--- config.mk ---
export PLATFORM = sky130hd
export DESIGN_NAME = rv32v_decode_stage
export DESIGN_NICKNAME = d
export VERILOG_FILES = /design/src/hw/vdec_pkg.sv /design/src/hw/rv32v_decode_stage.sv /design/src/hw/uop_pipe_reg.sv /design/src/hw/operand_offset_gen.sv /design/src/hw/element_counter.sv /design/src/hw/vector_control_unit.sv
export VERILOG_INCLUDE_DIRS = /design/src /design/src/hw
export SDC_FILE = /design/constraint.sdc
export NUM_CORES = 1
export LEC_CHECK = 0
export BUFFER_PORTS_ARGS = -buffer_cell sky130_fd_sc_hd__buf_2
export CAP_MARGIN = 20
export CORE_ASPECT_RATIO = 1.1
export CORE_UTILIZATION = 50
export CTS_CLUSTER_DIAMETER = 80
export DETAILED_ROUTE_END_ITERATION = 7
export PLACE_DENSITY = 0.76
export SYNTH_ARGS = -nofsm -noshare
export SYNTH_HDL_FRONTEND = slang
export SYNTH_SLANG_ARGS = --single-unit
--- constraint.sdc ---
create_clock -name CLK -period 7.07 [get_ports CLK]
set_input_delay 1.414 -clock CLK [delete_from_list [all_inputs] [get_ports CLK]]
set_output_delay 1.414 -clock CLK [all_outputs]
set_load 0.005 [all_outputs]
--- src/hw/vdec_consts.svh ---
/* vector decode constants
   register length, elements per cycle and element offset width */
`ifndef VDEC_CONSTS_SVH
`define VDEC_CONSTS_SVH

// vector register length in bits
`define VLEN 128

// register length in bytes
// also the number of v0 mask bits seen by the stage
`define VLENB (`VLEN / 8)

// elements handled per micro-op, one per lane
`define LANES 2

// width of an element offset
`define OFFSET_W 8

`endif
--- src/hw/vdec_pkg.sv ---
/* vector decode stage types
   enums and packed structs shared by the decode stage blocks */
`default_nettype none

`include "vdec_consts.svh"

package vdec_pkg;

  typedef enum logic [1:0] {
    SEW8  = 2'd0,
    SEW16 = 2'd1,
    SEW32 = 2'd2
  } sew_t;

  typedef enum logic [2:0] {
    VOP_ADD       = 3'd0,
    VOP_SLIDEDOWN = 3'd1,
    VOP_SLIDEUP   = 3'd2,
    VOP_WADD      = 3'd3,
    VOP_NSRL      = 3'd4,
    VOP_ILLEGAL   = 3'd7
  } vop_t;

  // how the vs2 element offset is formed
  typedef enum logic [1:0] {
    VS2_NORMAL        = 2'd0,
    VS2_IDX_PLUS_RS1  = 2'd1,
    VS2_IDX_PLUS_UIMM = 2'd2
  } vs2_src_t;

  // how the destination element offset is formed
  typedef enum logic [1:0] {
    VD_NORMAL        = 2'd0,
    VD_IDX_PLUS_RS1  = 2'd1,
    VD_IDX_PLUS_UIMM = 2'd2
  } vd_src_t;

  typedef logic [`OFFSET_W-1:0] offset_t;

  typedef struct packed {
    offset_t vl;
    offset_t vstart;
    sew_t    sew;
  } vcsr_t;

  typedef struct packed {
    vop_t       op;
    logic [4:0] vd;
    logic [4:0] vs1;
    logic [4:0] vs2;
    vs2_src_t   vs2_src;
    vd_src_t    vd_src;
    logic       vm;
    logic [4:0] imm5;
    logic       widen;
    logic       narrow;
  } decode_ctrl_t;

  typedef struct packed {
    offset_t base;
    logic    last;
  } elem_pos_t;

  typedef struct packed {
    vop_t              op;
    logic [4:0]        vd;
    logic [4:0]        vs1;
    logic [4:0]        vs2;
    sew_t              eew;
    offset_t           vs2_off0;
    offset_t           vs2_off1;
    offset_t           wd_off0;
    offset_t           wd_off1;
    logic [`LANES-1:0] wen;
    logic [31:0]       imm;
    logic [31:0]       xs1;
    logic              last;
  } uop_t;

endpackage

`default_nettype wire

--- src/hw/rv32v_decode_stage.sv ---
/* rv32v decode stage
   two-lane vector decode from instruction handshake to micro-op handshake */
`timescale 1ns/10ps
`default_nettype none

`include "vdec_consts.svh"

module rv32v_decode_stage (
  input  logic              CLK,
  input  logic              nRST,
  input  logic              flush,
  input  logic              in_valid,
  output logic              in_ready,
  input  logic [31:0]       instr,
  input  vdec_pkg::vcsr_t   csr,
  input  logic [31:0]       xs1,
  input  logic [`VLENB-1:0] v0_mask,
  output logic              out_valid,
  input  logic              out_ready,
  output vdec_pkg::uop_t    uop
);
  import vdec_pkg::*;

  decode_ctrl_t ctrl;
  elem_pos_t    pos;
  uop_t         next_uop;
  logic         start;
  logic         step_valid;
  logic         step_ready;
  logic         last_taken;

  // counter loads vstart on the same edge that captures the instruction
  assign start = in_valid & in_ready;

  vector_control_unit vcu (
    .CLK        (CLK),
    .nRST       (nRST),
    .flush      (flush),
    .in_valid   (in_valid),
    .instr      (instr),
    .in_ready   (in_ready),
    .last_taken (last_taken),
    .busy       (),
    .ctrl       (ctrl)
  );

  element_counter elem_cnt (
    .CLK        (CLK),
    .nRST       (nRST),
    .flush      (flush),
    .start      (start),
    .csr        (csr),
    .step_ready (step_ready),
    .step_valid (step_valid),
    .pos        (pos),
    .last_taken (last_taken)
  );

  operand_offset_gen offset_gen (
    .ctrl    (ctrl),
    .pos     (pos),
    .csr     (csr),
    .xs1     (xs1),
    .v0_mask (v0_mask),
    .uop     (next_uop)
  );

  uop_pipe_reg out_reg (
    .CLK       (CLK),
    .nRST      (nRST),
    .flush     (flush),
    .in_valid  (step_valid),
    .in_ready  (step_ready),
    .uop_in    (next_uop),
    .out_valid (out_valid),
    .out_ready (out_ready),
    .uop_out   (uop)
  );

endmodule

`default_nettype wire

--- src/hw/uop_pipe_reg.sv ---
/* micro-op output register
   single-entry valid/ready stage toward execute, cleared by flush */
`timescale 1ns/10ps
`default_nettype none

module uop_pipe_reg (
  input  logic           CLK,
  input  logic           nRST,
  input  logic           flush,
  input  logic           in_valid,
  output logic           in_ready,
  input  vdec_pkg::uop_t uop_in,
  output logic           out_valid,
  input  logic           out_ready,
  output vdec_pkg::uop_t uop_out
);

  logic full;

  // take a new entry when empty or when the current one leaves this cycle
  assign in_ready  = ~full | out_ready;
  assign out_valid = full;

  always_ff @(posedge CLK, negedge nRST) begin
    if (!nRST) begin
      full <= 1'b0;
    end else if (flush) begin
      full <= 1'b0;
    end else if (in_ready) begin
      full <= in_valid;
    end
  end

  always_ff @(posedge CLK) begin
    if (in_valid && in_ready) begin
      uop_out <= uop_in;
    end
  end

endmodule

`default_nettype wire

--- src/hw/operand_offset_gen.sv ---
/* operand offset generator
   builds the micro-op with lane offsets, effective width and masked enables */
`timescale 1ns/10ps
`default_nettype none

`include "vdec_consts.svh"

module operand_offset_gen (
  input  vdec_pkg::decode_ctrl_t ctrl,
  input  vdec_pkg::elem_pos_t    pos,
  input  vdec_pkg::vcsr_t        csr,
  input  logic [31:0]            xs1,
  input  logic [`VLENB-1:0]      v0_mask,
  output vdec_pkg::uop_t         uop
);
  import vdec_pkg::*;

  localparam int      IDX_W  = `OFFSET_W + 1;
  localparam int      MASK_W = $clog2(`VLENB);
  localparam offset_t ONE    = offset_t'(1);

  offset_t           rs1_off;
  offset_t           uimm_off;
  offset_t           vs2_add;
  offset_t           vd_add;
  offset_t           vs2_base;
  offset_t           vd_base;
  sew_t              eew;
  logic              legal;
  logic [IDX_W-1:0]  elem_idx;
  logic              mask_bit;
  logic [`LANES-1:0] wen;

  assign rs1_off  = xs1[`OFFSET_W-1:0];
  assign uimm_off = offset_t'(ctrl.imm5);

  always_comb begin
    case (ctrl.vs2_src)
      VS2_IDX_PLUS_RS1:  vs2_add = rs1_off;
      VS2_IDX_PLUS_UIMM: vs2_add = uimm_off;
      default:           vs2_add = '0;
    endcase
    case (ctrl.vd_src)
      VD_IDX_PLUS_RS1:  vd_add = rs1_off;
      VD_IDX_PLUS_UIMM: vd_add = uimm_off;
      default:          vd_add = '0;
    endcase
  end

  // lane 1 always sits one element above lane 0
  assign vs2_base = pos.base + vs2_add;
  assign vd_base  = pos.base + vd_add;

  // widen doubles sew, narrow halves it, both clamped to the legal range
  always_comb begin
    eew = csr.sew;
    if (ctrl.widen) begin
      case (csr.sew)
        SEW8:    eew = SEW16;
        default: eew = SEW32;
      endcase
    end else if (ctrl.narrow) begin
      case (csr.sew)
        SEW32:   eew = SEW16;
        default: eew = SEW8;
      endcase
    end
  end

  assign legal = ctrl.op != VOP_ILLEGAL;

  // elements at or past vl, or masked off by v0, are not written
  always_comb begin
    wen      = '0;
    elem_idx = '0;
    mask_bit = 1'b0;
    for (int n = 0; n < `LANES; n++) begin
      elem_idx = {1'b0, pos.base} + IDX_W'(n);
      mask_bit = (elem_idx < IDX_W'(`VLENB)) ? v0_mask[elem_idx[MASK_W-1:0]] : 1'b0;
      wen[n]   = legal && (elem_idx < {1'b0, csr.vl}) && (ctrl.vm || mask_bit);
    end
  end

  assign uop.op       = ctrl.op;
  assign uop.vd       = ctrl.vd;
  assign uop.vs1      = ctrl.vs1;
  assign uop.vs2      = ctrl.vs2;
  assign uop.eew      = eew;
  assign uop.vs2_off0 = vs2_base;
  assign uop.vs2_off1 = vs2_base + ONE;
  assign uop.wd_off0  = vd_base;
  assign uop.wd_off1  = vd_base + ONE;
  assign uop.wen      = wen;
  // only add treats imm5 as signed
  assign uop.imm      = (ctrl.op == VOP_ADD) ? {{27{ctrl.imm5[4]}}, ctrl.imm5}
                                             : {27'd0, ctrl.imm5};
  assign uop.xs1      = xs1;
  assign uop.last     = pos.last;

endmodule

`default_nettype wire

--- src/hw/element_counter.sv ---
/* element counter
   steps the element pair from vstart toward vl and flags the final step */
`timescale 1ns/10ps
`default_nettype none

`include "vdec_consts.svh"

module element_counter (
  input  logic                CLK,
  input  logic                nRST,
  input  logic                flush,
  input  logic                start,
  input  vdec_pkg::vcsr_t     csr,
  input  logic                step_ready,
  output logic                step_valid,
  output vdec_pkg::elem_pos_t pos,
  output logic                last_taken
);
  import vdec_pkg::*;

  localparam logic [`OFFSET_W:0] STEP = `LANES;

  offset_t            base;
  logic               active;
  logic               step;
  logic [`OFFSET_W:0] next_base;

  // one bit wider so the compare against vl cannot wrap
  assign next_base = {1'b0, base} + STEP;

  assign step_valid = active;
  assign step       = step_valid & step_ready;
  assign pos.base   = base;
  // also covers vl <= vstart, which gives a single step
  assign pos.last   = next_base >= {1'b0, csr.vl};
  assign last_taken = step & pos.last;

  always_ff @(posedge CLK, negedge nRST) begin
    if (!nRST) begin
      active <= 1'b0;
      base   <= '0;
    end else if (flush) begin
      active <= 1'b0;
      base   <= '0;
    end else if (start) begin
      active <= 1'b1;
      base   <= csr.vstart;
    end else if (step) begin
      if (pos.last) begin
        active <= 1'b0;
      end
      base <= next_base[`OFFSET_W-1:0];
    end
  end

endmodule

`default_nettype wire

--- src/hw/vector_control_unit.sv ---
/* vector control unit
   holds the accepted instruction and decodes it into control fields */
`timescale 1ns/10ps
`default_nettype none

module vector_control_unit (
  input  logic                   CLK,
  input  logic                   nRST,
  input  logic                   flush,
  input  logic                   in_valid,
  input  logic [31:0]            instr,
  output logic                   in_ready,
  input  logic                   last_taken,
  output logic                   busy,
  output vdec_pkg::decode_ctrl_t ctrl
);
  import vdec_pkg::*;

  localparam logic [6:0] OP_V       = 7'b1010111;
  localparam logic [2:0] F3_OPIVV   = 3'b000;
  localparam logic [2:0] F3_OPMVV   = 3'b010;
  localparam logic [2:0] F3_OPIVI   = 3'b011;
  localparam logic [2:0] F3_OPIVX   = 3'b100;
  localparam logic [5:0] F6_VADD    = 6'b000000;
  localparam logic [5:0] F6_SLIDEUP = 6'b001110;
  localparam logic [5:0] F6_SLIDEDN = 6'b001111;
  localparam logic [5:0] F6_VWADDU  = 6'b110000;
  localparam logic [5:0] F6_VWADD   = 6'b110001;
  localparam logic [5:0] F6_VNSRL   = 6'b101100;

  logic [31:0] instr_q;
  logic        accept;
  logic [6:0]  opcode;
  logic [2:0]  funct3;
  logic [5:0]  funct6;

  // no new instruction while one is stepping or being flushed
  assign in_ready = ~busy & ~flush;
  assign accept   = in_valid & in_ready;

  always_ff @(posedge CLK, negedge nRST) begin
    if (!nRST) begin
      busy <= 1'b0;
    end else if (flush) begin
      busy <= 1'b0;
    end else if (accept) begin
      busy <= 1'b1;
    end else if (last_taken) begin
      busy <= 1'b0;
    end
  end

  always_ff @(posedge CLK) begin
    if (accept) begin
      instr_q <= instr;
    end
  end

  assign opcode = instr_q[6:0];
  assign funct3 = instr_q[14:12];
  assign funct6 = instr_q[31:26];

  always_comb begin
    ctrl.vd      = instr_q[11:7];
    ctrl.vs1     = instr_q[19:15];
    ctrl.vs2     = instr_q[24:20];
    ctrl.vm      = instr_q[25];
    ctrl.imm5    = instr_q[19:15];
    ctrl.op      = VOP_ILLEGAL;
    ctrl.vs2_src = VS2_NORMAL;
    ctrl.vd_src  = VD_NORMAL;
    ctrl.widen   = 1'b0;
    ctrl.narrow  = 1'b0;
    if (opcode == OP_V) begin
      case (funct6)
        F6_VADD: begin
          if (funct3 == F3_OPIVV || funct3 == F3_OPIVX || funct3 == F3_OPIVI) begin
            ctrl.op = VOP_ADD;
          end
        end
        // slide-down reads vs2 at an index offset from the element
        F6_SLIDEDN: begin
          if (funct3 == F3_OPIVX) begin
            ctrl.op      = VOP_SLIDEDOWN;
            ctrl.vs2_src = VS2_IDX_PLUS_RS1;
          end else if (funct3 == F3_OPIVI) begin
            ctrl.op      = VOP_SLIDEDOWN;
            ctrl.vs2_src = VS2_IDX_PLUS_UIMM;
          end
        end
        // slide-up writes vd at an index offset instead
        F6_SLIDEUP: begin
          if (funct3 == F3_OPIVX) begin
            ctrl.op     = VOP_SLIDEUP;
            ctrl.vd_src = VD_IDX_PLUS_RS1;
          end else if (funct3 == F3_OPIVI) begin
            ctrl.op     = VOP_SLIDEUP;
            ctrl.vd_src = VD_IDX_PLUS_UIMM;
          end
        end
        F6_VWADDU, F6_VWADD: begin
          if (funct3 == F3_OPMVV) begin
            ctrl.op    = VOP_WADD;
            ctrl.widen = 1'b1;
          end
        end
        F6_VNSRL: begin
          if (funct3 == F3_OPIVI) begin
            ctrl.op     = VOP_NSRL;
            ctrl.narrow = 1'b1;
          end
        end
        default: begin
        end
      endcase
    end
  end

endmodule

`default_nettype wire

==> results <==
- Input and output buffers added on the ports amount to between 200 and 250.
- The initial utilization of the core area, before any placement, comes to between 50% and 60%.
- Summed over all layers, the routed wires come to roughly 14000 um.
- The full die area is 0.01379 sq mm.
- The commonest cells after synthesis are sky130_fd_sc_hd__edfxtp_1 (120), sky130_fd_sc_hd__ha_1 (45), sky130_fd_sc_hd__nor2_1 (45), sky130_fd_sc_hd__buf_4 (31), sky130_fd_sc_hd__inv_1 (23).
- The worst hold-check path type is flop to flop.
- The total number of placement rows is 43.
- The number of nets at the end of the flow is 855.
- The setup fix buffers added after clock tree synthesis is 0.
- The worst stage delay on the critical path is approximately 0.5 ns.
- The TritonCTS clock tree is yes.
- The number of setup violations in the final report is 0.
- The largest buffer count on any clock path is 2.
- In the final routed layout, each cell accounts on average for roughly 16 um.
- The count of flip-flops with a built-in enable after synthesis is 120.
- The leading cell type by number of instances after synthesis is sky130_fd_sc_hd__edfxtp_1.
- The primary flip-flop cell chosen by synthesis mapping is sky130_fd_sc_hd__edfxtp_1.
- At the pin with the least slew margin, the transition time is around 0.85 ns.
- The congestion estimate from routability-driven global placement came to about 0.9.
- Entering global routing, the biggest net connects 70 pins.
- The total overflow reported by the global router is 0.
- The run finished, with violations left.
- The ratio of final minimum period to clock period is 57.94%.
- Counting every net in the synthesized netlist gives around 660.
- The source-to-sink clock delay at the later pin of the worst-skew pair is between 0.4 and 0.5 ns.
- The warning count from the yosys run is 0.
- For this block, the initial DRC count from the detailed router was about 270.
- The maximum level of the CTS H-tree is 4.
- The worst setup path is launched from a flop.
- The detailed-routing iteration count for the pre-antenna-repair pass is 8.
- The distinct cell type count after synthesis is around 60.
- The first global-routing pass estimated about 22000 um of wire.
- The gate family responsible for the most delay along the worst path is simple AND/OR/NAND/NOR gates.
- The share of the synthesized area in the top cell type is between 50 and 60%.
- The number of routed nets with antenna violations is 0.
- The number of global-route vias before repair was 4483.
- Setup repair after global routing left no endpoint under its margin.
- The nature of the critical path endpoint is a flop.
- The gate count of the mapped netlist is between 500 and 600.
- CTS placed an instance of sky130_fd_sc_hd__clkbuf_16 at the clock tree root.
- In this run the horizontal extent of the chip is between 100 and 150 um.
- In this run the tightest slew margin relative to its limit is around 43%.
- The count of instances resized after the clock tree is built is 0.
- In the final layout, flip-flops and latches occupy between 0.003 and 0.004 sq mm.
- The average cell area after synthesis is 13.19 sq um.
- At the worst endpoint, the arrival time is 4.25 ns.
- The clock drives 131 sinks.
- Summing all multi-input logic gate instances after layout gives 0.002406 sq mm.
- By area the synthesized netlist is led by sky130_fd_sc_hd__edfxtp_1 (54%), sky130_fd_sc_hd__ha_1 (8.5%), sky130_fd_sc_hd__dfrtp_1 (4.1%).
- Dividing total power by cell area gives a power density of roughly 240 mW/mm^2.
- The number of cells after detailed placement is 843.
- The final reports fail on DRC.
- The largest individual stage delay along the critical path comes from the cell sky130_fd_sc_hd__or4b_1.
- The maximum fanout count along the critical path is 6.
- The mapped cell area is between 0.006 and 0.007 sq mm.
- Across the run, the number of max-cap violations was 0.
- Walking the worst path, the cells encountered are and3b_1 -> or4b_1 -> or2_1 -> ha_1 -> nor2_1 -> ha_1 -> inv_1 -> fa_1 -> nand2b_1 -> a21oi_1 -> xor2_1 -> nand2_2 -> nor4_1 -> xor2_1.
- Of all cell types, the one taking the most synthesized area is sky130_fd_sc_hd__edfxtp_1.
- The CTS clock-pin slew for the worst setup and hold paths is about 0.060 ns.
- The number of buffers created by CTS is 17.
- The final-layout fill cell count is about 1000.
- The async set-reset flop share out of synthesis is 8.397%.
- The overall routing resource usage is 21.28%.
- The via count normalized by instance count is approximately 5.3.
- For the worst setup path, the data required time is 7.23 ns.
- The number of hold-slack violations in the final timing report is 0.
- For this run, design rule violations remaining after detail routing come to 13.
- Pin placement for this block handled ~220 I/O pins.
- The final standard cell count with taps included and fillers excluded is 876.
- The count of buffer and inverter cells on the critical path is 1.
- The area growth from synthesis to layout is 24.41%.
- The setup TNS is 0 ns.
- Measured along the y axis, the die boundary spans 123.1 um.
- The post-route netlist has ~38% of its cells at a drive strength greater than 1.
- The classification of the worst setup path is flop to flop.
- The number of pins exceeding their max-slew limit in the final report was 0.
- After clock tree synthesis, the flow added hold-fix buffers numbering 0.
- The number of antenna violations at the first check in global routing is 1.
- The highest ir drop seen on vdd is ~130 uV.
- The synthesis-stage register bit count is about 130.
- The post-detailed-placement half-perimeter wirelength is between 10000 and 15000 um.
- The maximum clock frequency is 0.2441 GHz.
- The clock tree skew after final layout is just over 0.007 ns.
- The core region is 0.01280 sq mm.
- The clock period could shrink to approximately 4.1 ns.
- The final route contains 4673 vias.
- The analysis attributes to cell leakage a power of around 3.5 nW.
- Of the synthesized area, sequential elements account for between 50% and 60%.
-- power by group --
group          internal (W)  total (W)  leakage (nW)  switching, W
registers          0.000905   0.000937          1.26     0.0000320
clock network      0.000524   0.000861         0.276      0.000337
logic              0.000104   0.000220          2.01      0.000116
total               0.00153    0.00202          3.55      0.000485
-- stage by stage --
stage	hold slack, ns	total power (W)	cell area [sq um]	utilization, %	setup WS (ns)
after floorplan	0.4003	0.001077	6663	-	3.312
after global placement	0.4010	0.001164	7702	60.15	3.064
after detailed placement	0.4045	0.001172	7702	60.15	2.984
after CTS	0.4150	0.002035	8287	64.72	2.960
after global routing	0.4213	0.002099	8289	64.74	2.754
final	0.4146	0.002017	8289	64.74	2.974
-- routing by layer --
layer	GRT usage, %	routed length (um)	share of wire [%]
met1	25.82	5889	41
met2	36.10	7588	53
met3	6.373	690	4.8
met4	8.083	212	1.5
met5	0	0	0
-- sequential cells by signal (all words and copies together), names as in the netlist --
name and cells:
vcu.instr_q 32, out_reg.uop_out 88, elem_cnt.step_valid 1, elem_cnt.base 8
vcu.busy 1, out_reg.out_valid 1
-- layout by cell type (no fill, tap or decap), types with 13 or more instances in the layout --
cell type                   netlist  final
sky130_fd_sc_hd__nor2_1          45     44
sky130_fd_sc_hd__nand3_1         13     13
sky130_fd_sc_hd__inv_1           23     23
sky130_fd_sc_hd__xnor2_1         19     19
sky130_fd_sc_hd__nand2_1         20     20
sky130_fd_sc_hd__edfxtp_1       120    120
sky130_fd_sc_hd__ha_1            45     45
sky130_fd_sc_hd__a21oi_1         14     14
sky130_fd_sc_hd__buf_2            3    223
sky130_fd_sc_hd__clkbuf_16        0     17
sky130_fd_sc_hd__xor2_1          22     22
-- layout make-up --
type	instances	area share, %
flip-flops and latches	131	46.79
multi-input cells	306	29.03
clock inverters	13	1.826
diodes	1	0.03019
well taps	157	2.370
repair buffers	225	13.65
clock buffers	19	5.223
inverters	24	1.087
-- worst paths after layout --
path / slack, ns / startpoint / cells after the start / to
max reg2reg: 2.97 / vcu.instr_q[14] / 14 / out_reg.uop_out[74]
min reg2reg: 0.41 / vcu.instr_q[24] / 0 / out_reg.uop_out[105]
min in group asynchronous: 0.85 / nRST / 1 / elem_cnt.base[7]
max in group asynchronous: 6.01 / nRST / 1 / elem_cnt.base[1]
min: 0.41 / vcu.instr_q[24] / 0 / out_reg.uop_out[105]
max: 2.97 / vcu.instr_q[14] / 14 / out_reg.uop_out[74]
-- cell families (layout without fill, tap and decap cells) --
| family | after synthesis | count (layout) | share of synthesized area, % |
|---|---|---|---|
| buf+inv | 68 | 281 | 5.746 |
| xor+xnor | 42 | 42 | 5.634 |
| fa+ha+maj | 47 | 47 | 9.052 |
| flops | 131 | 131 | 58.22 |
| other cells | 0 | 1 | 0 |
| simple gates | 128 | 128 | 9.559 |
| compound gates | 74 | 74 | 7.643 |
| mux | 15 | 15 | 4.150 |
Power figures use the tool's default switching activity.
